<file path="src/source/mem_pkg.sv">
`default_nettype none

package mem_pkg;

    // event memory geometry
    localparam int MEM_ADDR_W = 8;

    // arbiter requesters, links 0 to 3 take the low indices
    localparam int NUM_REQ = 6;
    localparam int REQ_HDR = 4;
    localparam int REQ_RD  = 5;

endpackage

`default_nettype wire

</file>
<file path="src/source/event_pkg.sv">
`default_nettype none

package event_pkg;

    localparam int NUM_LINKS = 4;
    localparam int BEAT_W    = 32;
    localparam int WORD_W    = 64;
    localparam int LEN_W     = 8;
    localparam int EVNUM_W   = 16;

    // one word of the event memory
    // header view: word counts with link 0 lowest, lanes set for links that sent data
    // payload view: earlier beat in the low half
    typedef union packed {
        struct packed {
            logic [WORD_W-EVNUM_W-NUM_LINKS*(LEN_W+1)-1:0] spare;
            logic [NUM_LINKS-1:0][LEN_W-1:0]                len;
            logic [NUM_LINKS-1:0]                           lanes;
            logic [EVNUM_W-1:0]                             evnum;
        } hdr;
        struct packed {
            logic [BEAT_W-1:0] hi;
            logic [BEAT_W-1:0] lo;
        } payload;
    } event_word_u;

endpackage

`default_nettype wire
</file>
<file path="src/source/link_accumulator.sv">
`timescale 1ns/10ps
`default_nettype none

module link_accumulator
    import event_pkg::*;
    import mem_pkg::*;
#(
    parameter int LINK_IDX   = 0,
    parameter int NUM_SLOTS  = 4,
    parameter int LINK_WORDS = 8
) (
    input  wire                   aclk,
    input  wire                   reset_i,
    input  wire                   event_open_i,
    input  wire                   link_mask_i,
    input  wire                   link_valid_i,
    input  wire                   link_last_i,
    input  wire [BEAT_W-1:0]      link_data_i,
    output logic                  link_ready_o,
    input  wire                   slot_free_i,
    input  wire                   event_ready_i,
    output logic                  mem_req_o,
    output logic [MEM_ADDR_W-1:0] mem_addr_o,
    output logic [WORD_W-1:0]     mem_wdata_o,
    input  wire                   mem_grant_i,
    output logic                  link_done_o,
    output logic [LEN_W-1:0]      link_len_o
);

    localparam int SLOT_SIZE = 1 + NUM_LINKS * LINK_WORDS;
    localparam int SLOT_W    = (NUM_SLOTS > 1) ? $clog2(NUM_SLOTS) : 1;
    localparam int CRED_W    = $clog2(NUM_SLOTS + 1);

    logic              active;
    logic              take;
    logic              spend;
    logic              skip;
    logic              full;
    logic              finish;
    logic [SLOT_W-1:0] slot_q;
    logic [CRED_W-1:0] credits_q;
    logic [CRED_W-1:0] ahead_q;
    logic              in_event_q;
    logic              half_q;
    logic [BEAT_W-1:0] lo_q;
    logic [LEN_W-1:0]  wcnt_q;
    logic              fin_q;
    event_word_u       word;

    assign active       = event_open_i && !link_mask_i;
    assign link_ready_o = !active || (!mem_req_o && (in_event_q || credits_q != '0));
    assign take         = active && link_valid_i && link_ready_o;
    assign spend        = take && !in_event_q;
    assign full         = !half_q && (wcnt_q == LEN_W'(LINK_WORDS));
    assign finish       = (take && full && link_last_i) || (mem_req_o && mem_grant_i && fin_q);

    // a header for our current slot without our data means this link sat the event out
    assign skip = event_ready_i && (ahead_q == '0);

    // an odd final beat goes out alone with a zero upper half
    always_comb begin
        word.payload.lo = half_q ? lo_q : link_data_i;
        word.payload.hi = half_q ? link_data_i : '0;
    end

    always_ff @(posedge aclk) begin
        link_done_o <= 1'b0;
        if (reset_i) begin
            slot_q     <= '0;
            credits_q  <= CRED_W'(NUM_SLOTS);
            ahead_q    <= '0;
            in_event_q <= 1'b0;
            half_q     <= 1'b0;
            wcnt_q     <= '0;
            fin_q      <= 1'b0;
            mem_req_o  <= 1'b0;
        end else begin
            credits_q <= credits_q + CRED_W'(slot_free_i) - CRED_W'(spend) - CRED_W'(skip);
            ahead_q   <= ahead_q + CRED_W'(finish) - CRED_W'(event_ready_i && !skip);
            if (spend) begin
                in_event_q <= 1'b1;
            end
            if (take && !full) begin
                if (half_q || link_last_i) begin
                    mem_req_o   <= 1'b1;
                    mem_addr_o  <= MEM_ADDR_W'(int'(slot_q) * SLOT_SIZE + 1
                                               + LINK_IDX * LINK_WORDS + int'(wcnt_q));
                    mem_wdata_o <= word;
                    wcnt_q      <= wcnt_q + 1'b1;
                    half_q      <= 1'b0;
                    fin_q       <= link_last_i;
                end else begin
                    lo_q   <= link_data_i;
                    half_q <= 1'b1;
                end
            end
            if (mem_req_o && mem_grant_i) begin
                mem_req_o <= 1'b0;
            end
            if (finish || skip) begin
                slot_q <= (slot_q == SLOT_W'(NUM_SLOTS - 1)) ? '0 : slot_q + 1'b1;
            end
            if (finish) begin
                link_done_o <= 1'b1;
                link_len_o  <= wcnt_q;
                in_event_q  <= 1'b0;
                wcnt_q      <= '0;
                fin_q       <= 1'b0;
            end
        end
    end

endmodule

`default_nettype wire

</file>
<file path="config.mk">
export PLATFORM = sky130hd
export DESIGN_NAME = link_accumulator
export DESIGN_NICKNAME = d
export VERILOG_FILES = /design/src/source/mem_pkg.sv /design/src/source/event_pkg.sv /design/src/source/link_accumulator.sv
export SDC_FILE = /design/constraint.sdc
export NUM_CORES = 1
export LEC_CHECK = 0
export BUFFER_PORTS_ARGS = -buffer_cell sky130_fd_sc_hd__buf_4
export CORE_ASPECT_RATIO = 0.6
export CORE_MARGIN = 5
export CORE_UTILIZATION = 45
export CTS_BUF_LIST = sky130_fd_sc_hd__clkbuf_8
export DETAILED_ROUTE_END_ITERATION = 8
export GPL_TIMING_DRIVEN = 0
export HOLD_SLACK_MARGIN = 0.02
export PLACE_DENSITY = 0.69
export SKIP_CTS_REPAIR_TIMING = 1
export SLEW_MARGIN = 10
export SYNTH_ARGS = -nofsm -noshare
export SYNTH_HDL_FRONTEND = slang
export SYNTH_SLANG_ARGS = --single-unit
</file>
<file path="constraint.sdc">
create_clock -name aclk -period 6.6 [get_ports aclk]
set_input_delay 0.66 -clock aclk [delete_from_list [all_inputs] [get_ports aclk]]
set_output_delay 0.66 -clock aclk [all_outputs]
set_load 0.005 [all_outputs]
</file>
# Word level (Yosys, flattened, before mapping)
# Cells that the tools add are included.
dict set report totals {
  word_cells 65
  output_inout_bits 83
  input_bits 41
  regBits 133
}
dict set report classes {
  eq_ne 2
  n_addsub 9
  multipliers 1
  n_mux 4
  n_bitwise 2
  reduce_logical 33
}
# op n
set ops {}
lappend ops {{$mux 32} 1}
lappend ops {{$add 8x1->8 const B} 2}
lappend ops {{$logic_and 1x1->1} 13}
lappend ops {{$sub 3x1->3} 3}
lappend ops {{$add 8x8->8} 1}
lappend ops {{$eq 8x4->1 const B} 1}
lappend ops {{$mul 2x6->8 const B} 1}
lappend ops {{$logic_not 1->1} 7}
lappend ops {{$add 3x1->3} 2}
lappend ops {{$reduce_and 3->1} 2}
lappend ops {{$logic_or 1x1->1} 5}
lappend ops {{$reduce_and 2->1} 2}
lappend ops {{$reduce_or 2->1} 2}
lappend ops {{$logic_not 3->1} 1}
lappend ops {{$reduce_bool 3->1} 1}
lappend ops {{$add 2x1->2 const B} 1}
lappend ops {{$eq 2x2->1 const B} 1}
lappend ops {{$mux 1} 2}
lappend ops {{$mux 2} 1}
lappend ops {{$not 1->1} 2}

# Depth between registers and ports, before layout
# Gate-level depths: netlist of run 1.
dict set report depth {
  ltp_word 10
  ltp_mapped 10
  depth_no_buf 10
}

# Worst setup path before layout of run 1
# OpenSTA, ideal clock, no wires.
dict set report synth_timing {
  kind {input to register}
  startpoint {in link_mask_i}
  endpoint {reg lo_q[0] (enable)}
  slack_ns 1.473
  setup_time_ns 0.513
  arrival_time_ns 4.614
  path_stages 3
  required_time_ns 6.087
  path_buffers 0
  path_cell_list {nand4bb_4 > or2_2 > nor4b_1}
}
dict set report synth_between {
  elab_chain_cells 7
  elab_cells_between_ends 8
  cone_classes {reduce/logical (8)}
}
# item line
set synth_rtl {}
lappend synth_rtl {{start: declaration} link_accumulator.sv:15} ;# input wire link_mask_i,
lappend synth_rtl {{$logic_not 1->1 (*)} link_accumulator.sv:50} ;# assign active = event_open_i && !link_mask_i;
lappend synth_rtl {{$logic_and 1x1->1 (*)} link_accumulator.sv:50}
lappend synth_rtl {{$logic_not 1->1} link_accumulator.sv:51} ;# assign link_ready_o = !active || (!mem_req_o && (in_event_q || credits_q != '0));
lappend synth_rtl {{$logic_or 1x1->1} link_accumulator.sv:51}
lappend synth_rtl {{$logic_and 1x1->1 (*)} link_accumulator.sv:52} ;# assign take = active && link_valid_i && link_ready_o;
lappend synth_rtl {{$logic_and 1x1->1 (*)} link_accumulator.sv:83} ;# if (take && !full) begin
lappend synth_rtl {{$reduce_and 3->1 (no source line) (*)} n/a}
lappend synth_rtl {{end signal: assignment} link_accumulator.sv:93} ;# lo_q <= link_data_i;
lappend synth_rtl {{end: declaration} link_accumulator.sv:45} ;# logic [BEAT_W-1:0] lo_q;
# Mark *: on every way between the ends. The rest lies on a longest branch, timed or not.
# A chain may end at the register's enable or synchronous reset.

# Worst setup path after layout of run 1
dict set report layout_timing {
  startpoint {reg wcnt_q[0]}
  endpoint {reg lo_q[1] (enable)}
}
dict set report layout_between {
  elab_chain_cells 5
}
# item line
set layout_rtl {}
lappend layout_rtl {{start: declaration} link_accumulator.sv:46} ;# logic [LEN_W-1:0] wcnt_q;
lappend layout_rtl {{start signal: assignment} link_accumulator.sv:89} ;# wcnt_q <= wcnt_q + 1'b1;
lappend layout_rtl {{$eq 8x4->1} link_accumulator.sv:54} ;# assign full = !half_q && (wcnt_q == LEN_W'(LINK_WORDS));
lappend layout_rtl {{$logic_and 1x1->1} link_accumulator.sv:54}
lappend layout_rtl {{$logic_not 1->1} link_accumulator.sv:83}
lappend layout_rtl {{$logic_and 1x1->1} link_accumulator.sv:83}
lappend layout_rtl {{$reduce_and 3->1 (no source line)} n/a}
# No other way between the ends.

==> impl_metrics.py, run 1 <==
metrics = {
    "cells_and_area": {
        "multi_input_area_mm2": 0.00149,
        "area_growth_pct": 31.2,
        "drive_above_1_share_pct": 41.4,
        "regArea_mm2": 0.00378,
        "design_area_mm2": 0.00702,
        "fillers": 868,
        "final_core_util_pct": 61.3,
        "antenna_cells": 0,
        "fin_nets": 544,
    },
    "route": {
        "wire_per_inst_um": 16.9,
        "vias_per_cell": 4.84,
        "drt-total-wl_mm": 11.1,
        "drtIter0Drc": 110,
        "drcViolationCount": 0,
        "vias": 3178,
        "drt.antenna.violating_nets": 0,
        "drt_first_pass_iters": 4,
    },
    "logic_synthesis": {
        "synth_top_cell_by_area": "edfxtp_1",
        "synth_fp_nets": 395,
        "synth_area_leaders": "edfxtp_1 63%, dfxtp_1 7.9%, mux2_2 6.9%",
        "ys_seq_elements": 133,
        "yosysSeqAreaShare_pct": 70.7,
        "synthCells": 336,
        "synthDistinctLibCells": 40,
        "synth-warning-count": 0,
        "synth_top_flop_cell": "edfxtp_1",
        "synthArstFlopShare_pct": 0,
        "synth_top_area_share_pct": 62.9,
        "syn_avg_cell_area_um2": 15.9,
        "synth_area_mm2": 0.00535,
        "synth_edf_count": 112,
    },
    "setup_path": {
        "regToRegEndpoint": "lo_q[1]$_DFFE_PP_",
        "path_common_cell": "buf_4",
        "critPathTopFamily": "buffers and inverters",
        "cp-start-kind": "flip-flop",
        "path_cells": "inv_1 > ha_1 > nor4b_1 > and2_1 > nor4b_2 > buf_4 > buf_4 > buf_4 > buf_4",
        "crit_slowest_cell": "dfxtp_1",
        "crit_buf_inv": 5,
        "crit_arrival_ns": 2.80,
        "critical_path_required_ns": 6.73,
        "crit_path_end_kind": "flip-flop",
        "crit_type": "reg2reg",
        "r2r_start": "wcnt_q[0]$_SDFFE_PP0P_",
        "r2r_slack_ns": 3.94,
        "cp_max_fo": 8,
        "cpPeakStageDelay_ns": 0.52,
        "rr_worst_depth": 9,
    },
    "power_and_ir_drop": {
        "p_switching_uw": 450,
        "ir_drop_mv": 0.187,
        "powerDensity_mw_per_mm2": 279,
        "finalPower_uw": 1960,
        "swShare_pct": 22.9,
        "intPower_uw": 1510,
        "p_leak_uw": 0.00273,
        "p_comb_share_pct": 10.8,
        "power.share.clock_pct": 39.8,
        "p_seq_share_pct": 49.4,
    },
    "grt": {
        "grt_remaining_overflow": 0,
        "grt_pass1_vias": 3269,
        "grt_max_degree": 32,
        "grtUsageTotal_pct": 16.2,
        "antenna_found_initial": 0,
        "grt_first_pass_wirelength_mm": 17.3,
    },
    "clock_tree": {
        "clockRootBuffer": "clkbuf_8",
        "cts_made_buffers": 17,
        "cts_max_level": 4,
        "clock_latency_ns": 0.42,
        "cts_buffer_depth": 2,
        "cts_tree": "done",
        "numClockSinks": 133,
        "clkTransAtPathRegs_ns": 0.08,
    },
    "worst_hold_path": {
        "hold_depth": 1,
        "hold_start": "link_data_i[9]",
        "min_path_type": "in2reg",
        "hold-path-endpoint": "lo_q[9]$_DFFE_PP_",
    },
    "sta": {
        "whs_ns": 0.426,
        "slew_violations": 0,
        "skew_ns": 0.0116,
        "fmax_ghz": 0.376,
        "period_share_pct": 40.3,
        "final_hold_viol_count": 0,
        "worstMarginPinSlew_ns": 0.670,
        "rsz0062_at_grt": "no",
        "setup_slack_ns": 3.94,
        "finalSetupViolations": 0,
        "slew_headroom_pct": 55.2,
        "fin_crit_ns": 2.66,
    },
    "die": {
        "ios": 124,
        "rows": 30,
        "fp.dieW_um": 151,
        "core_mm2": 0.0114,
        "die_h_um": 94.5,
        "dieArea_mm2": 0.0142,
        "initial_core_util_pct": 46.7,
    },
    "placement": {
        "gp_congestion": 0.779,
        "dpl_cell_area_mm2": 0.00656,
        "numPortBuffers": 123,
        "dp_slack_ns": 3.70,
        "hpwlAfterDp_mm": 8.24,
    },
    "job": {
        "drv_cap": 0,
    },
    "run_status": {
        "status": "complete, no violations",
    },
}
synth_stat cells (2+ instances only):
| master | number |
|---|---|
| edfxtp_1 | 112 |
| o21ai_0 | 7 |
| and3_1 | 3 |
| or4_1 | 2 |
| nand3_1 | 7 |
| xor2_1 | 5 |
| nor4b_1 | 3 |
| nor2_1 | 9 |
| xnor2_1 | 7 |
| o31ai_1 | 3 |
| nand2b_1 | 3 |
| and2_1 | 34 |
| nor3_1 | 3 |
| inv_1 | 13 |
| mux2_2 | 33 |
| nor2b_1 | 9 |
| buf_1 | 4 |
| fa_1 | 3 |
| clkbuf_1 | 4 |
| a21oi_1 | 11 |
| nand2_1 | 6 |
| a21o_1 | 2 |
| dfxtp_1 | 21 |
| ha_1 | 15 |
| or3_1 | 2 |
kinds of logic (layout without fill, tap and decap cells):
logic type	count (synthesis)	count (layout)	synth area share, %
flip-flops	133	133	70.7
AND/OR/NAND/NOR	90	90	10.8
multiplexers	34	34	7.13
AO/OA/AOI/OAI	26	26	2.95
buffers and inverters	23	184	1.78
adder cells (fa/ha/maj)	18	18	4.63
XOR/XNOR	12	12	1.96
stage by stage:
stage,TNS (ns),cells
final,0,657
after global routing,0,657
after CTS,0,657
after detailed placement,0,626
after global placement,-22.40,619
after floorplan,0,336
layout by cell type (no fill, tap or decap), types with 8 or more instances in the layout:
| cell | Yosys | layout |
|---|---|---|
| edfxtp_1 | 112 | 112 |
| and2_1 | 34 | 34 |
| inv_1 | 13 | 13 |
| a21oi_1 | 11 | 11 |
| mux2_2 | 33 | 33 |
| buf_4 | 0 | 127 |
| nor2b_1 | 9 | 9 |
| clkbuf_8 | 0 | 17 |
| nor2_1 | 9 | 8 |
| dfxtp_1 | 21 | 21 |
| ha_1 | 15 | 15 |
routing by layer:
layer	track usage, %	up-vias	share of wire [%]
li1	-	1542	-
met1	22.7	1517	48
met2	22.1	110	40
met3	7.82	9	11
met4	5.20	0	0.71
met5	0	-	0
worst reg2reg max path, cell delays in order, from the launching register on:
cell and delay [ns]:
dfxtp_1 0.52, inv_1 0.16, ha_1 0.22, nor4b_1 0.16, and2_1 0.21, nor4b_2 0.33
buf_4 0.24, buf_4 0.19, buf_4 0.19, buf_4 0.17
final cells by class:
type,instances,share of cell area (%)
flip-flops and latches,133,53.9
multi-input cells,180,21.2
repair buffers,130,14.2
clock buffers,17,3.33
clock inverters,14,3.21
well taps,160,2.85
inverters,13,0.695
plain buffers,10,0.659
how the worst max path moves through the flow:
stage	from	end	cells past startpoint
final	wcnt_q[0]$_SDFFE_PP0P_	lo_q[1]$_DFFE_PP_	9
after global routing	wcnt_q[0]$_SDFFE_PP0P_	lo_q[1]$_DFFE_PP_	9
after CTS	wcnt_q[0]$_SDFFE_PP0P_	lo_q[1]$_DFFE_PP_	9
after detailed placement	link_mask_i	mem_addr_o[3]$_DFFE_PP_	7
after global placement	link_mask_i	lo_q[4]$_DFFE_PP_	4
after floorplan	link_mask_i	lo_q[0]$_DFFE_PP_	3
sequential cells by signal, indices dropped and copies added, names as in the netlist:
register and count:
mem_req_o 1, fin_q 1, ahead_q 3, mem_addr_o 8
credits_q 3, wcnt_q 8, link_len_o 8, slot_q 2
half_q 1, lo_q 32, mem_wdata_o 64, link_done_o 1
in_event_q 1
power groups by stage:
stage	Sequential, µW	Clock [µW]	Combinational (µW)
after CTS	970	799	216
after floorplan	985	0	139
after global routing	973	834	245
after global placement	990	0	202
after detailed placement	989	0	215
final	970	780	211
Note: power is estimated with default switching activity, not from simulation.
==> run 2, diff against run 1 <==
==> constraint.sdc (replaced) <==
create_clock -name aclk -period 2.8 [get_ports aclk]
set_input_delay 0.28 -clock aclk [delete_from_list [all_inputs] [get_ports aclk]]
set_output_delay 0.28 -clock aclk [all_outputs]
set_load 0.005 [all_outputs]
==> run 2 against run 1 <==
Net effect: die area unchanged; flip-flop and latch count unchanged; sequential power increased by 140%; non-clock buffer count decreased by 1; power increased by 120%; maximum frequency increased by 3.5%; register-to-register slack got worse by 3.7 ns; final cell count unchanged; setup slack got worse by 3.7 ns; critical path depth increased by 1; core utilization decreased by 0.61 points; wire length decreased by 2.3%; critical path type unchanged; largest cell class unchanged.
==> impl_metrics.py, run 2 (synthesized netlist as in run 1, its figures left out) <==
metrics = {
    "sta": {
        "setup_slack_ns": 0.228,
        "final_hold_viol_count": 0,
        "period_share_pct": 91.9,
        "slew_headroom_pct": 50.7,
        "setup-tns-final_ns": 0,
        "worstMarginPinSlew_ns": 0.738,
        "fin_crit_ns": 2.57,
        "fmax_ghz": 0.389,
        "rsz0062_at_grt": "no",
        "finalSetupViolations": 0,
        "skew_ns": 0.00883,
        "slew_violations": 0,
    },
    "route": {
        "drt.antenna.violating_nets": 0,
        "drt_first_pass_iters": 4,
        "vias_per_cell": 4.80,
        "vias": 3156,
        "drt-total-wl_mm": 10.9,
        "wire_per_inst_um": 16.5,
        "drtIter0Drc": 176,
        "drcViolationCount": 0,
    },
    "cells_and_area": {
        "fin_nets": 543,
        "largest_reg_flops": 64,
        "final_common_cell": "buf_4",
        "design_area_mm2": 0.00695,
        "final_core_util_pct": 60.7,
        "reg_top3": "mem_wdata_o x64, lo_q x32",
        "fin_cells": 657,
        "area_growth_pct": 29.9,
        "largest-register": "mem_wdata_o",
        "drive_above_1_share_pct": 40.4,
        "antenna_cells": 0,
        "layout_common_cells": "123 x buf_4, 112 x edfxtp_1, 34 x and2_1",
    },
    "power_and_ir_drop": {
        "p_comb_share_pct": 11.7,
        "p_switching_uw": 1020,
        "p_seq_share_pct": 53.2,
        "p_leak_uw": 0.00270,
        "intPower_uw": 3270,
        "swShare_pct": 23.8,
        "power.share.clock_pct": 35.1,
        "ir_drop_mv": 0.335,
        "powerDensity_mw_per_mm2": 618,
    },
    "grt": {
        "grt_pass1_vias": 3225,
        "grtUsageTotal_pct": 15.9,
        "grt_max_degree": 28,
        "antenna_found_initial": 0,
        "grt_first_pass_wirelength_mm": 17.1,
        "grt_remaining_overflow": 0,
    },
    "run_status": {
        "status": "complete, no violations",
    },
    "clock_tree": {
        "cts_buffer_depth": 2,
        "clkTransAtPathRegs_ns": 0.07,
        "cts_tree": "done",
        "clock_latency_ns": 0.42,
        "clockRootBuffer": "clkbuf_8",
        "numClockSinks": 133,
        "cts_max_level": 4,
        "cts_made_buffers": 17,
    },
    "placement": {
        "dpl_cell_area_mm2": 0.00656,
        "dp_slack_ns": 0.223,
        "placed_cells": 623,
        "gp_congestion": 0.791,
        "numPortBuffers": 123,
        "hpwlAfterDp_mm": 8.12,
    },
    "setup_path": {
        "crit_arrival_ns": 2.86,
        "cp_max_fo": 7,
        "crit_type": "reg2reg",
        "critical_path_required_ns": 3.09,
        "cp-start-kind": "flip-flop",
        "crit_path_end_kind": "flip-flop",
    },
    "die": {
        "rows": 30,
        "core_mm2": 0.0114,
        "dieArea_mm2": 0.0142,
        "die_h_um": 94.5,
        "ios": 124,
        "fp.dieW_um": 151,
        "initial_core_util_pct": 46.7,
    },
    "worst_hold_path": {
        "min_path_type": "in2reg",
    },
    "job": {
        "drv_cap": 0,
    },
}
[run 2: critical path: stages, from the launching register on]
cell and delay, ns:
dfxtp_1 0.49, inv_1 0.15, ha_1 0.21, nor4b_1 0.15, and4bb_1 0.25, a21o_1 0.22
ha_1 0.20, fa_1 0.39, xnor2_1 0.19, xnor2_1 0.14, nor2_1 0.05
[run 2: path summary, 6_finish.rpt]
check                    startpoint                    end  slack [ns]  cells after the start
max          wcnt_q[0]$_SDFFE_PP0P_  ahead_q[2]$_SDFF_PP0_        0.23                     10
min                 link_data_i[23]     lo_q[23]$_DFFE_PP_        0.05                      1
max reg2reg  wcnt_q[0]$_SDFFE_PP0P_  ahead_q[2]$_SDFF_PP0_        0.23                     10
min reg2reg      fin_q$_SDFFE_PP0P_     fin_q$_SDFFE_PP0P_        0.48                      2
[run 2: layout make-up]
class | count | area (µm²)
fillers | 910 | 4500
flip-flops and latches | 133 | 3780
multi-input cells | 180 | 1490
repair buffers | 129 | 1010
clock buffers | 17 | 234
well taps | 160 | 200
clock inverters | 15 | 139
inverters | 13 | 48.8
plain buffers | 10 | 46.3
[run 2: power by group through the flow]
stage / logic, µW / registers, µW / clock network, µW
after detailed placement: 508 / 2330 / 0
after floorplan: 331 / 2320 / 0
final: 503 / 2280 / 1510
after global routing: 584 / 2290 / 1640
after global placement: 479 / 2330 / 0
after CTS: 510 / 2290 / 1540
[run 2: metrics by stage]
step                hold WS (ns)  power [µW]
global route              0.0209        4520
floorplan                  0.352        2650
global placement           0.470        2810
detailed placement         0.468        2840
finish                    0.0460        4300
CTS                       0.0115        4340
[run 2: layer usage]
layer	wire [µm]	GRT usage [%]	share of wire (%)
met1	5130	22.0	47
met2	4430	22.1	41
met3	1180	6.91	11
met5	0	0	0
met4	130	6.11	1.2
