## src/source/mem_pkg.sv

```systemverilog
`default_nettype none

package mem_pkg;

    // event memory geometry
    localparam int MEM_ADDR_W = 8;

    // arbiter requesters, links 0 to 3 take the low indices
    localparam int NUM_REQ = 6;
    localparam int REQ_HDR = 4;
    localparam int REQ_RD  = 5;

endpackage

`default_nettype wire

```

## src/source/event_pkg.sv

```systemverilog
`default_nettype none

package event_pkg;

    localparam int NUM_LINKS = 4;
    localparam int BEAT_W    = 32;
    localparam int WORD_W    = 64;
    localparam int LEN_W     = 8;
    localparam int EVNUM_W   = 16;

    // one word of the event memory
    // header view: word counts with link 0 lowest, lanes set for links that sent data
    // payload view: earlier beat in the low half
    typedef union packed {
        struct packed {
            logic [WORD_W-EVNUM_W-NUM_LINKS*(LEN_W+1)-1:0] spare;
            logic [NUM_LINKS-1:0][LEN_W-1:0]                len;
            logic [NUM_LINKS-1:0]                           lanes;
            logic [EVNUM_W-1:0]                             evnum;
        } hdr;
        struct packed {
            logic [BEAT_W-1:0] hi;
            logic [BEAT_W-1:0] lo;
        } payload;
    } event_word_u;

endpackage

`default_nettype wire
```

## src/source/mem_arbiter.sv

```systemverilog
`timescale 1ns/10ps
`default_nettype none

module mem_arbiter
    import event_pkg::*;
    import mem_pkg::*;
(
    input  wire                                aclk,
    input  wire                                reset_i,
    input  wire [NUM_REQ-1:0]                  req_i,
    input  wire [NUM_REQ-1:0][MEM_ADDR_W-1:0]  addr_i,
    input  wire [NUM_REQ-1:0]                  we_i,
    input  wire [NUM_REQ-1:0][WORD_W-1:0]      wdata_i,
    output logic [NUM_REQ-1:0]                 grant_o,
    output logic                               mem_en_o,
    output logic                               mem_we_o,
    output logic [MEM_ADDR_W-1:0]              mem_addr_o,
    output logic [WORD_W-1:0]                  mem_wdata_o
);

    localparam int PTR_W = $clog2(NUM_REQ);

    logic [PTR_W-1:0] last_q;
    logic [PTR_W-1:0] win;
    logic             found;

    // search starts just after the previous winner
    always_comb begin
        int idx;
        found = 1'b0;
        win   = last_q;
        for (int k = 1; k <= NUM_REQ; k++) begin
            idx = (int'(last_q) + k) % NUM_REQ;
            if (!found && req_i[idx]) begin
                found = 1'b1;
                win   = PTR_W'(idx);
            end
        end
    end

    always_comb begin
        grant_o = '0;
        if (found) begin
            grant_o[win] = 1'b1;
        end
    end

    assign mem_en_o    = found;
    assign mem_we_o    = found && we_i[win];
    assign mem_addr_o  = addr_i[win];
    assign mem_wdata_o = wdata_i[win];

    always_ff @(posedge aclk) begin
        if (reset_i) begin
            // requester 0 has priority first
            last_q <= PTR_W'(NUM_REQ - 1);
        end else if (found) begin
            last_q <= win;
        end
    end

endmodule

`default_nettype wire

```

## config.mk

```make
export PLATFORM = sky130hd
export DESIGN_NAME = mem_arbiter
export DESIGN_NICKNAME = d
export VERILOG_FILES = /design/src/source/mem_pkg.sv /design/src/source/event_pkg.sv /design/src/source/mem_arbiter.sv
export SDC_FILE = /design/constraint.sdc
export NUM_CORES = 1
export LEC_CHECK = 0
export BUFFER_PORTS_ARGS = -buffer_cell sky130_fd_sc_hd__buf_2
export CAP_MARGIN = 25
export CORE_AREA = 2 2 205 207
export CTS_CLUSTER_DIAMETER = 50
export CTS_CLUSTER_SIZE = 24
export DETAILED_ROUTE_END_ITERATION = 7
export DIE_AREA = 0 0 207 209
export PLACE_DENSITY = 0.46
export SKIP_LAST_GASP = 1
export SLEW_MARGIN = 0
export SYNTH_ARGS = -nofsm -noshare
export SYNTH_HDL_FRONTEND = slang
export SYNTH_SLANG_ARGS = --single-unit
```

## constraint.sdc

```tcl
create_clock -name aclk -period 6.25 [get_ports aclk]
set_input_delay 0.3125 -clock aclk [delete_from_list [all_inputs] [get_ports aclk]]
set_output_delay 0.3125 -clock aclk [all_outputs]
set_load 0.01 [all_outputs]
```

# Yosys cells after proc, flatten, opt, wreduce, memory -nomap -nowiden
# Index checks and enable logic that the tools add are counted.
[totals]
ff_bits = 3
inputBits = 446
[classes]
add_sub_neg = 6
div_mod_pow = 6
order_cmp = 8
n_mux = 39
n_reduce_logical = 12
[op_table]
columns = ["cell", "count"]
rows = [
  ["$bmux 64 s3", 1],
  ["$lt 32x5->1 const B", 6],
  ["$mod 32x4->32 const B", 6],
  ["$mux 64", 1],
  ["$bmux 8 s3", 1],
  ["$bmux 1 s3", 7],
  ["$mux 1", 20],
  ["$mux 3", 6],
  ["$add 3x3->4 const B", 3],
  ["$add 3x2->4 const B", 2],
  ["$mux 8", 1],
  ["$logic_and 1x1->1", 7],
  ["$mux 6", 1],
  ["$logic_not 1->1", 5],
  ["$add 3x1->4 const B", 1],
  ["$lt 3x4->1 const B", 1],
  ["$demux 1 s3", 1],
  ["$ge 3x1->1 const B", 1],
]

# Longest topological paths before layout
# Gate-level depths: netlist of run 1.
[depth]
ltp_word = 26
mapped_depth = 20

# Least setup slack after synthesis of run 1
# Ideal clock, no wire load.
[synth_path]
path_type = "flip-flop to output port"
start = "register last_q[0]"
end = "output port mem_wdata_o[53]"
arrival_time_ps = 4213
path_slack_ps = 1725
path_stages_with_launch = 20
path_buffers = 4
path_cell_list = "dfxtp_1 buf_4 buf_4 inv_1 ha_1 xor2_2 inv_1 ha_1 nand2b_1 or3b_1 a311oi_1 nor4_2 o211a_1 o311a_1 o22ai_2 buf_6 buf_6 mux2i_1 o22ai_1 a221o_1"
[synth_between]
elab_chain_cells = 23
elab_cells_between_ends = 53
classes_between = "add/sub (6); div (6); mux (31); reduce/logical (10)"
[synth_rtl]
columns = ["element", "line", "source"]
rows = [
  ["from (decl)", "mem_arbiter.sv:23", "logic [PTR_W-1:0] last_q;"],
  ["from (signal assigned)", "mem_arbiter.sv:56", "last_q <= PTR_W'(NUM_REQ - 1);"],
  ["from (signal assigned)", "mem_arbiter.sv:58", "last_q <= win;"],
  ["$add 3x1->4", "mem_arbiter.sv:33", "idx = (int'(last_q) + k) % NUM_REQ;"],
  ["$mod 32x4->32", "mem_arbiter.sv:33", ""],
  ["$bmux 1 s3", "mem_arbiter.sv:34", "if (!found && req_i[idx]) begin"],
  ["$mux 1 (implied by the code) (2 in a row)", "mem_arbiter.sv:34", ""],
  ["$mux 1", "mem_arbiter.sv:34", ""],
  ["$logic_not 1->1", "mem_arbiter.sv:34", ""],
  ["$logic_and 1x1->1", "mem_arbiter.sv:34", ""],
  ["$mux 1", "mem_arbiter.sv:34", ""],
  ["[6 not listed]", "-", ""],
  ["$logic_not 1->1", "mem_arbiter.sv:34", ""],
  ["$logic_and 1x1->1", "mem_arbiter.sv:34", ""],
  ["$mux 1", "mem_arbiter.sv:34", ""],
  ["$logic_not 1->1", "mem_arbiter.sv:34", ""],
  ["$logic_and 1x1->1", "mem_arbiter.sv:34", ""],
  ["$mux 3 *", "mem_arbiter.sv:34", ""],
  ["$bmux 64 s3 *", "mem_arbiter.sv:51", "assign mem_wdata_o = wdata_i[win];"],
  ["$mux 64 (implied by the code) *", "mem_arbiter.sv:51", ""],
  ["to (decl)", "mem_arbiter.sv:18", "output logic [WORD_W-1:0] mem_wdata_o"],
]
# Mark *: on every way between the ends. The rest lies on a longest branch, timed or not. The select of a mux whose other input is x is not followed.

# Worst setup path in the final report of run 1
[layout_path]
start = "register last_q[1]"
end = "output port mem_addr_o[0]"
[layout_between]
elab_chain_cells = 23
elab_cells_between_ends = 53
classes_between = "add/sub (6); div (6); mux (31); reduce/logical (10)"
[layout_rtl]
columns = ["element", "line", "source"]
rows = [
  ["$add 3x1->4", "mem_arbiter.sv:33", ""],
  ["$mod 32x4->32", "mem_arbiter.sv:33", ""],
  ["$bmux 1 s3", "mem_arbiter.sv:34", ""],
  ["$mux 1 (implied by the code) (2 in a row)", "mem_arbiter.sv:34", ""],
  ["$mux 1", "mem_arbiter.sv:34", ""],
  ["$logic_not 1->1", "mem_arbiter.sv:34", ""],
  ["$logic_and 1x1->1", "mem_arbiter.sv:34", ""],
  ["$mux 1", "mem_arbiter.sv:34", ""],
  ["[6 not listed]", "-", ""],
  ["$logic_not 1->1", "mem_arbiter.sv:34", ""],
  ["$logic_and 1x1->1", "mem_arbiter.sv:34", ""],
  ["$mux 1", "mem_arbiter.sv:34", ""],
  ["$logic_not 1->1", "mem_arbiter.sv:34", ""],
  ["$logic_and 1x1->1", "mem_arbiter.sv:34", ""],
  ["$mux 3 *", "mem_arbiter.sv:34", ""],
  ["$bmux 8 s3 *", "mem_arbiter.sv:50", "assign mem_addr_o = addr_i[win];"],
  ["$mux 8 (implied by the code) *", "mem_arbiter.sv:50", ""],
  ["to (decl)", "mem_arbiter.sv:17", "output logic [MEM_ADDR_W-1:0] mem_addr_o,"],
]
# Marks and branches as above.

==> metrics.txt, run 1 <==
Critical Path Source=last_q[1]$_SDFFE_PP0P_; IO buf count=525; Worst Path Required=slightly below 6000 ps; mapped cell area=4772 um^2; Crit path top cell by count=ha_1; Initial Util=a little under an eighth; Synthesized Nets=~1200; total gr overflow=0; CTS Hold Bufs=0; Worst Clk Skew=approximately 1.1 ps; Final period util=94.24%; First DRT Iteration DRCs=536; biggest area consumer among synthesized cells=nand2_1; max incr delay on CP=790 ps; GRT Util Overall=13.96%; worst skew pair latency=220 ps; synth warn=0; Seq/Total Area, Yosys=1.259%; Clock Tree Buf Depth=2; Core Footprint=41290 um^2; Synth Instances=763; Max-cap violations=0; number of global-route vias before repair=between 7000 and 8000; DR pass1 iterations=5; Synth Register Bits=3; # clock sinks=3; Slew @ Worst Pin=956.5 ps; P&R area growth vs syn=70.35%; Avg WL per Cell=18.54 um; postcts setup bufs=0; Placer Congestion=around 0.93; initial antenna violation count=5; first-pass GRT wire length=47210 um; Data arrival, critical path=around 5600 ps; DRT Wirelength=~33000 um; f_max=around 170 MHz; Min-Delay Path Class=input port to flip-flop; Root Buffer=clkbuf_16; Netlist cell types=68; Final nets=1711; Slew Limit Fails=0; ys flop type=dfxtp_1; Slew HR=35.78%; Final min period=5890 ps; commonest non-fill, non-tap cells in the layout=buf_2, nand2_1, mux2i_1, o22ai_1, a221o_1; Final ANT Viol Nets=0; CTS tree=built; Residual DRC=0; post-route cell area=8129 um^2; Final Hold Vio Count=0; run status=finished clean; reg-to-reg startpoint=last_q[1]$_SDFFE_PP0P_; die area=43260 um^2; layout cells sized above 1=46.72%; number of setup violations in the final report=0; hpwl dp=27020 um; drt via density=about 4.4; critical path class=flip-flop to output port; number of synthesized flops with an enable pin=0; Top reg by flops=last_q; top-area cell type share of the netlist area=between 20% and 30%; Top Registers=last_q (3); Post-synth ARST share=0%; critical-path cell list=inv_1 > ha_1 > a21oi_2 > inv_2 > ha_1 > nand2b_1 > or3b_1 > a311oi_1 > nor4_4 > a21oi_1 > o21ai_1 > xnor2_1 > nand2_4 > buf_4 > o22ai_1 > a221o_1 > buf_2; Worst path slowest cell=xnor2_1; Worst setup EP type=output port; row count=75; Area contributors post-synth=nand2_1, mux2i_1, a221o_1; hold path start=reset_i; crit path max fanout=12; Vias=roughly 7900; Resized cells post-CTS=0; Placed Area=8039 um^2; die width=207 um; CP startpoint kind=flip-flop; Num CTS Buffers=3; Mean Syn Cell Area=about 6.3 um^2; flip-flop count of the largest register after layout=3; I/O Pins=~530; H-Tree Depth=1; most common cell after layout, fill and taps aside=buf_2; largest net degree at the start of global routing=66; Vert. Die Dim=between 200 and 250 um; Clock transition at path regs=around 30 ps
path summary, 6_finish.rpt:
path                                          endpoint  depth (start not counted)  slack, ps
worst max register to register  last_q[2]$_SDFFE_PP1P_                         15       1710
worst max-delay path                     mem_addr_o[0]                         17        360
worst min register to register  last_q[0]$_SDFFE_PP1P_                          3       1090
worst min-delay path            last_q[1]$_SDFFE_PP0P_                          2        280
Yosys cell counts (3+ instances only):
cell type	instances
nand2_1	310
mux2i_1	81
o22ai_1	74
a221o_1	72
buf_2	43
clkbuf_1	16
nor2_1	15
ha_1	14
a21oi_1	12
inv_1	10
a211oi_1	9
o21ai_0	8
buf_6	5
nand2b_1	5
buf_4	4
nand3_1	4
xnor2_1	4
a21o_1	3
a31o_2	3
dfxtp_1	3
mux2_2	3
nor3_1	3
o21a_1	3
critical path: cells and delay by family, from the launching register on:
family / cells / cell delay (ps)
compound gates: 6 / 1580
simple gates: 4 / 990
xor+xnor: 1 / 790
buf+inv: 4 / 770
fa+ha+maj: 2 / 630
flops: 1 / 570
layer usage:
layer / wire, um / global-route usage [%]
met1: 15030 / 19.60
met2: 15870 / 23.59
met3: 2075 / 1.984
met4: 204 / 0.8621
met5: 13 / 0
final cells by class:
type,instances,area [um^2]
inverters,12,45.04
well taps,539,674.4
diodes,1,2.502
repair buffers,551,2910
fillers,4790,33160
multi-input cells,680,4358
flip-flops and latches,3,60.06
clock buffers,4,78.83
logic make-up after synthesis:
logic type / share of synthesized area (%)
AOI/OAI and AO/OA: 35.21
xor gates and xnor gates: 1.835
adders and majority gates: 3.671
buffers and inverters: 8.521
DFF: 1.259
muxes: 18.46
and+or+nand+nor: 31.04
metrics by stage:
stage          setup TNS, ps  utilization (%)  setup slack [ps]  hold slack [ps]  instances
2_1_floorplan              0                -              1725            384.9        763
3_3_place_gp               0            19.47             666.1            510.2       1785
3_5_place_dp               0            19.47             568.9            507.1       1785
4_1_cts                    0            19.66             319.3            278.0       1789
5_1_grt               -36.50            19.69            -30.37            288.3       1790
6_report                   0            19.69             360.0            281.1       1790
Power of run 1 is left out: the tool's default activity adds up to more than one toggle a clock period on the data nets, which glitch-free logic cannot reach.
==> inputs of run 2 (changes only) <==
--- a/config.mk
+++ b/config.mk
@@ -5,14 +5,15 @@
 export SDC_FILE = /design/constraint.sdc
 export NUM_CORES = 1
 export LEC_CHECK = 0
+export ABC_AREA = 1
 export BUFFER_PORTS_ARGS = -buffer_cell sky130_fd_sc_hd__buf_2
 export CAP_MARGIN = 25
-export CORE_AREA = 2 2 205 207
+export CORE_AREA = 2 2 206 208
 export CTS_CLUSTER_DIAMETER = 50
 export CTS_CLUSTER_SIZE = 24
 export DETAILED_ROUTE_END_ITERATION = 7
-export DIE_AREA = 0 0 207 209
-export PLACE_DENSITY = 0.46
+export DIE_AREA = 0 0 208 210
+export PLACE_DENSITY = 0.49
 export SKIP_LAST_GASP = 1
 export SLEW_MARGIN = 0
 export SYNTH_ARGS = -nofsm -noshare
==> metrics.txt, run 2 <==
most common cell after layout, fill and taps aside=nand2_1; DR pass1 iterations=5; DRT Wirelength=37250 um; first-pass GRT wire length=55430 um; Root Buffer=clkbuf_16; number of global-route vias before repair=9885; row count=75; Vias=10390; Worst path slowest cell=dfxtp_1; commonest non-fill, non-tap cells in the layout=nand2_1, buf_2, nand3_1, inv_1, nor2_1; Synth Instances=about 1300; Avg WL per Cell=~16 um; cell depth of the worst setup path=27; Initial Util=14.48%; hold path start=reset_i; Area contributors post-synth=nand3_1, nand2_1, buf_2; hold path endpoint=last_q[1]$_SDFFE_PP0P_; P&R area growth vs syn=51.22%; layout cells sized above 1=32.34%; Top Registers=last_q (3); Worst Clk Skew=2.376 ps; Setup Total Neg Slack=0 ps; Vert. Die Dim=210 um; Residual DRC=0; initial antenna violation count=8; crit path max fanout=68; max incr delay on CP=750 ps; Slew @ Worst Pin=1160 ps; Worst Path Required=5940 ps; ys flop type=dfxtp_1; Seq/Total Area, Yosys=1.000%; dpl ws=between 1000 and 1500 ps; Hold Path Stages=2; worst skew pair latency=roughly 220 ps; Core Footprint=41480 um^2; Num CTS Buffers=3; Clock Tree Buf Depth=2; GRT Util Overall=15.84%; Synth Register Bits=3; Post-synth ARST share=0%; Placer Congestion=about 0.94; Final Worst Setup Slack=895.4 ps; reg-to-reg startpoint=last_q[0]$_SDFFE_PP1P_; flip-flop count of the largest register after layout=3; Synthesized Nets=1775; die area=~44000 um^2; Top reg by flops=last_q; Worst setup EP type=output port; CTS Hold Bufs=0; die width=208 um; Data arrival, critical path=5040 ps; Netlist cell types=31; Max-cap violations=0; non-filler instance count after layout=2290; Clock transition at path regs=30 ps; Final min period=5355 ps; Layout fillers=~4900; First DRT Iteration DRCs=810; Critical R2R Capture=last_q[0]$_SDFFE_PP1P_; Final ANT Viol Nets=0; RSZ-0062 raised after global routing=no; drt via density=4.535; number of setup violations in the final report=0; critical path class=flip-flop to output port; Final nets=2208; number of synthesized flops with an enable pin=0; run status=finished clean; postcts setup bufs=0; mapped cell area=6005 um^2; total placed cells including tap cells=2282; hpwl dp=slightly below 30000 um; top cells by count, synth=nand2_1, nand3_1, buf_2; count leader, synth=nand2_1; reg2reg setup slack=2170 ps; CP startpoint kind=flip-flop; top-area cell type share of the netlist area=39.51%; Slew Limit Fails=0; Final period util=around 86%; I/O Pins=526; crit path buf inv count=6; largest net degree at the start of global routing=approximately 180; CP top delay family=simple AND/OR/NAND/NOR gates; final core occ=approximately 22%; Min-Delay Path Class=input port to flip-flop; CTS tree=built; # clock sinks=3; Resized cells post-CTS=0; H-Tree Depth=1; Crit path top cell by count=nand2_1; IO buf count=roughly 530; total gr overflow=0; f_max=186.8 MHz; Mean Syn Cell Area=4.566 um^2; Final Hold Vio Count=0; Slew HR=22.69%; synth warn=0; Worst Reg2Reg Path Length in Cells=21; biggest area consumer among synthesized cells=nand3_1
## run 2: cell count changes in the layout (fill, tap and decap cells not counted), sizes merged, moves of 6 or more
cell    change
nand2     +297
nand4       +7
a211oi     -10
mux2i      -83
a21oi       -6
a221o      -72
buf         -9
nor2        +7
o22ai      -75
nand3     +472
inv        +30
## run 2: worst max path at each step
stage	startpoint	end	slack, ps
after detailed placement	last_q[0]$_SDFFE_PP1P_	mem_wdata_o[3]	1120
final	last_q[0]$_SDFFE_PP1P_	mem_wdata_o[3]	900
after CTS	last_q[0]$_SDFFE_PP1P_	mem_wdata_o[3]	880
after global placement	last_q[0]$_SDFFE_PP1P_	mem_wdata_o[0]	1160
after global routing	last_q[0]$_SDFFE_PP1P_	mem_wdata_o[3]	330
after floorplan	last_q[1]$_SDFFE_PP0P_	grant_o[2]	2600
## run 2: logic make-up (layout without fill, tap and decap cells)
logic type / after synthesis / in the layout / share of synthesized area [%]
XOR/XNOR: 2 / 2 / 0.2918
buffers and inverters: 157 / 589 / 12.46
adder cells (fa/ha/maj): 14 / 14 / 2.917
AO/OA/AOI/OAI: 22 / 22 / 2.292
other: 0 / 4 / 0
flip-flops: 3 / 3 / 1.000
AND/OR/NAND/NOR: 1117 / 1117 / 81.04
## run 2: metrics by stage
| step | hold slack [ps] | cell area [um^2] |
|---|---|---|
| after global placement | 486.6 | 8991 |
| final | 263.0 | 9080 |
| after detailed placement | 494.0 | 8991 |
| after CTS | 263.3 | 9070 |
| after global routing | 275.4 | 9075 |
| after floorplan | 384.9 | 6005 |
## run 2: cell type report
cell class                 instances  area, um^2  share of cell area [%]
antenna                            4       10.01                  0.1102
clock buffer                       4       78.83                  0.8681
inverter                          43       161.4                   1.778
multi-input combinational       1155        5228                   57.57
sequential                         3       60.06                  0.6614
tap                              539       674.4                   7.427
timing repair buffer             542        2868                   31.58
## run 2: routing by layer
metal	vias up	share of wire [%]	GRT usage, %
met3	44	6.2	1.952
met2	470	50	29.11
met1	4683	41	19.48
li1	5186	-	-
met5	-	0.035	0
met4	2	2.4	3.986
Power of run 2 is left out for the same reason.
==> inputs of run 3 (changes only) <==
--- a/config.mk
+++ b/config.mk
@@ -8,11 +8,11 @@
 export ABC_AREA = 1
 export BUFFER_PORTS_ARGS = -buffer_cell sky130_fd_sc_hd__buf_2
 export CAP_MARGIN = 25
-export CORE_AREA = 2 2 206 208
+export CORE_AREA = 3 3 206 208
 export CTS_CLUSTER_DIAMETER = 50
 export CTS_CLUSTER_SIZE = 24
 export DETAILED_ROUTE_END_ITERATION = 7
-export DIE_AREA = 0 0 208 210
+export DIE_AREA = 0 0 209 211
 export PLACE_DENSITY = 0.49
 export SKIP_LAST_GASP = 1
 export SLEW_MARGIN = 0
==> constraint.sdc (replaced) <==
create_clock -name aclk -period 6.35 [get_ports aclk]
set_input_delay 0.3175 -clock aclk [delete_from_list [all_inputs] [get_ports aclk]]
set_output_delay 0.3175 -clock aclk [all_outputs]
set_load 0.01 [all_outputs]
==> metrics.txt, run 3 (same netlist as run 2, synthesis figures left out) <==
Worst Clk Skew=0.3375 ps; failing checks=slew limit; Setup Total Neg Slack=0 ps; DRT Wirelength=36640 um; Worst Path Required=around 6000 ps; Layout fillers=between 4000 and 5000; initial antenna violation count=7; worst skew pair latency=~220 ps; Final period util=86.69%; Final min period=5505 ps; Root Buffer=clkbuf_16; first-pass GRT wire length=54880 um; RSZ-0062 raised after global routing=no; DR pass1 iterations=5; total gr overflow=0; drt via density=4.573; H-Tree Depth=1; Worst Reg2Reg Path Length in Cells=20; crit path max fanout=66; Inserted Diodes=0; row count=between 70 and 80; Final Hold Vio Count=0; run status=complete, but fails checks; Avg WL per Cell=16.06 um; GRT Util Overall=15.22%; IO buf count=525; commonest non-fill, non-tap cells in the layout=nand2_1, buf_2, nand3_1, inv_1, nor2_1; f_max=181.7 MHz; Final ANT Viol Nets=0; Slew HR=-1.217%; critical path class=flip-flop to output port; Placer Congestion=0.9505; Initial Util=14.74%; Data arrival, critical path=5190 ps; Residual DRC=0; reg2reg setup slack=2030 ps; number of setup violations in the final report=0; reg-to-reg startpoint=last_q[0]$_SDFFE_PP1P_; die width=between 200 and 250 um; Num CTS Buffers=3; Vert. Die Dim=211 um; Top reg by flops=last_q; CTS tree=built; Critical R2R Capture=last_q[0]$_SDFFE_PP1P_; Worst setup EP type=output port; postcts setup bufs=0; Clock transition at path regs=30 ps; Final nets=approximately 2200; Top Registers=last_q (3); Clock Tree Buf Depth=2; met3 Track Usage GR=~2.6%; Max-cap violations=0; Worst Setup EP=mem_wdata_o[2]; I/O Pins=roughly 530; busiest grt layer=met2; Critical Path Source=last_q[0]$_SDFFE_PP1P_; First DRT Iteration DRCs=around 1100; most common cell after layout, fill and taps aside=nand2_1; hpwl dp=29190 um; P&R area growth vs syn=50.11%; Min-Delay Path Class=input port to flip-flop; largest net degree at the start of global routing=219; number of global-route vias before repair=10030; CTS Hold Bufs=0; Resized cells post-CTS=0; hold path start=reset_i; die area=between 40000 and 50000 um^2; CP startpoint kind=flip-flop; met1 usage=18.26%; Vias=10430; M2 GR Usage=27.60%; Core Footprint=~40000 um^2; Slew Limit Fails=33; layout cells sized above 1=32.42%; flip-flop count of the largest register after layout=3; Slew @ Worst Pin=1518 ps; # clock sinks=3
run 3: cell types whose count changed in the layout (fill, tap and decap cells not counted), sizes merged:
cell,previous run,this run
buf,542,544
diode,4,0
run 3: worst min-delay path by stage:
stage | endpoint | slack (ps) | cells after the start
floorplan | last_q[1]$_SDFFE_PP0P_ | 390 | 1
global placement | last_q[1]$_SDFFE_PP0P_ | 510 | 2
detailed placement | last_q[1]$_SDFFE_PP0P_ | 500 | 2
CTS | last_q[1]$_SDFFE_PP0P_ | 270 | 2
global route | last_q[1]$_SDFFE_PP0P_ | 280 | 2
finish | last_q[1]$_SDFFE_PP0P_ | 280 | 2
run 3: worst max-delay path: stages (launching register included):
cell and delay [ps]:
dfxtp_1 730, inv_1 240, ha_1 300, inv_1 80, nand2_1 50, nand2_1 130
ha_1 250, nor2_1 100, nand3_1 70, nand2_1 100, nand2_1 100, nand2_1 100
nand3b_1 120, nand3_1 120, nand2_1 150, nor2_4 220, nand3_1 180, nand2_4 420
buf_4 620, nand3_1 170, nand2_1 260, nand3_1 130, nand3_1 90, buf_2 130
run 3: area by class of cell:
class | count | area [um^2] | area share (%)
Multi-Input combinational cell | 1155 | 5228 | 58.00
Tap cell | 532 | 665.6 | 7.385
Clock buffer | 4 | 78.83 | 0.8745
Timing Repair Buffer | 544 | 2820 | 31.29
Sequential cell | 3 | 60.06 | 0.6663
Inverter | 43 | 161.4 | 1.791
run 3: per-layer routing:
metal  share of wire (%)  wire length (um)  vias up
li1                    -                 -     5189
met1                  39             14240     4623
met2                  50             18140      540
met3                 8.0              2930       70
met4                 3.5              1285       10
met5                0.13                49        -
run 3: per-stage QoR:
stage / hold WS, ps / worst slack, ps / instances / cell area, um^2 / utilization, %
3_3_place_gp: 506.3 / 1141 / 2277 / 8935 / 21.93
2_1_floorplan: 389.9 / 2696 / 1315 / 6005 / -
5_1_grt: 278.8 / 324.4 / 2281 / 9014 / 22.13
3_5_place_dp: 502.5 / 1087 / 2277 / 8935 / 21.93
6_report: 278.4 / 845.3 / 2281 / 9014 / 22.13
4_1_cts: 270.5 / 856.5 / 2281 / 9014 / 22.13
Power of run 3 is left out for the same reason.
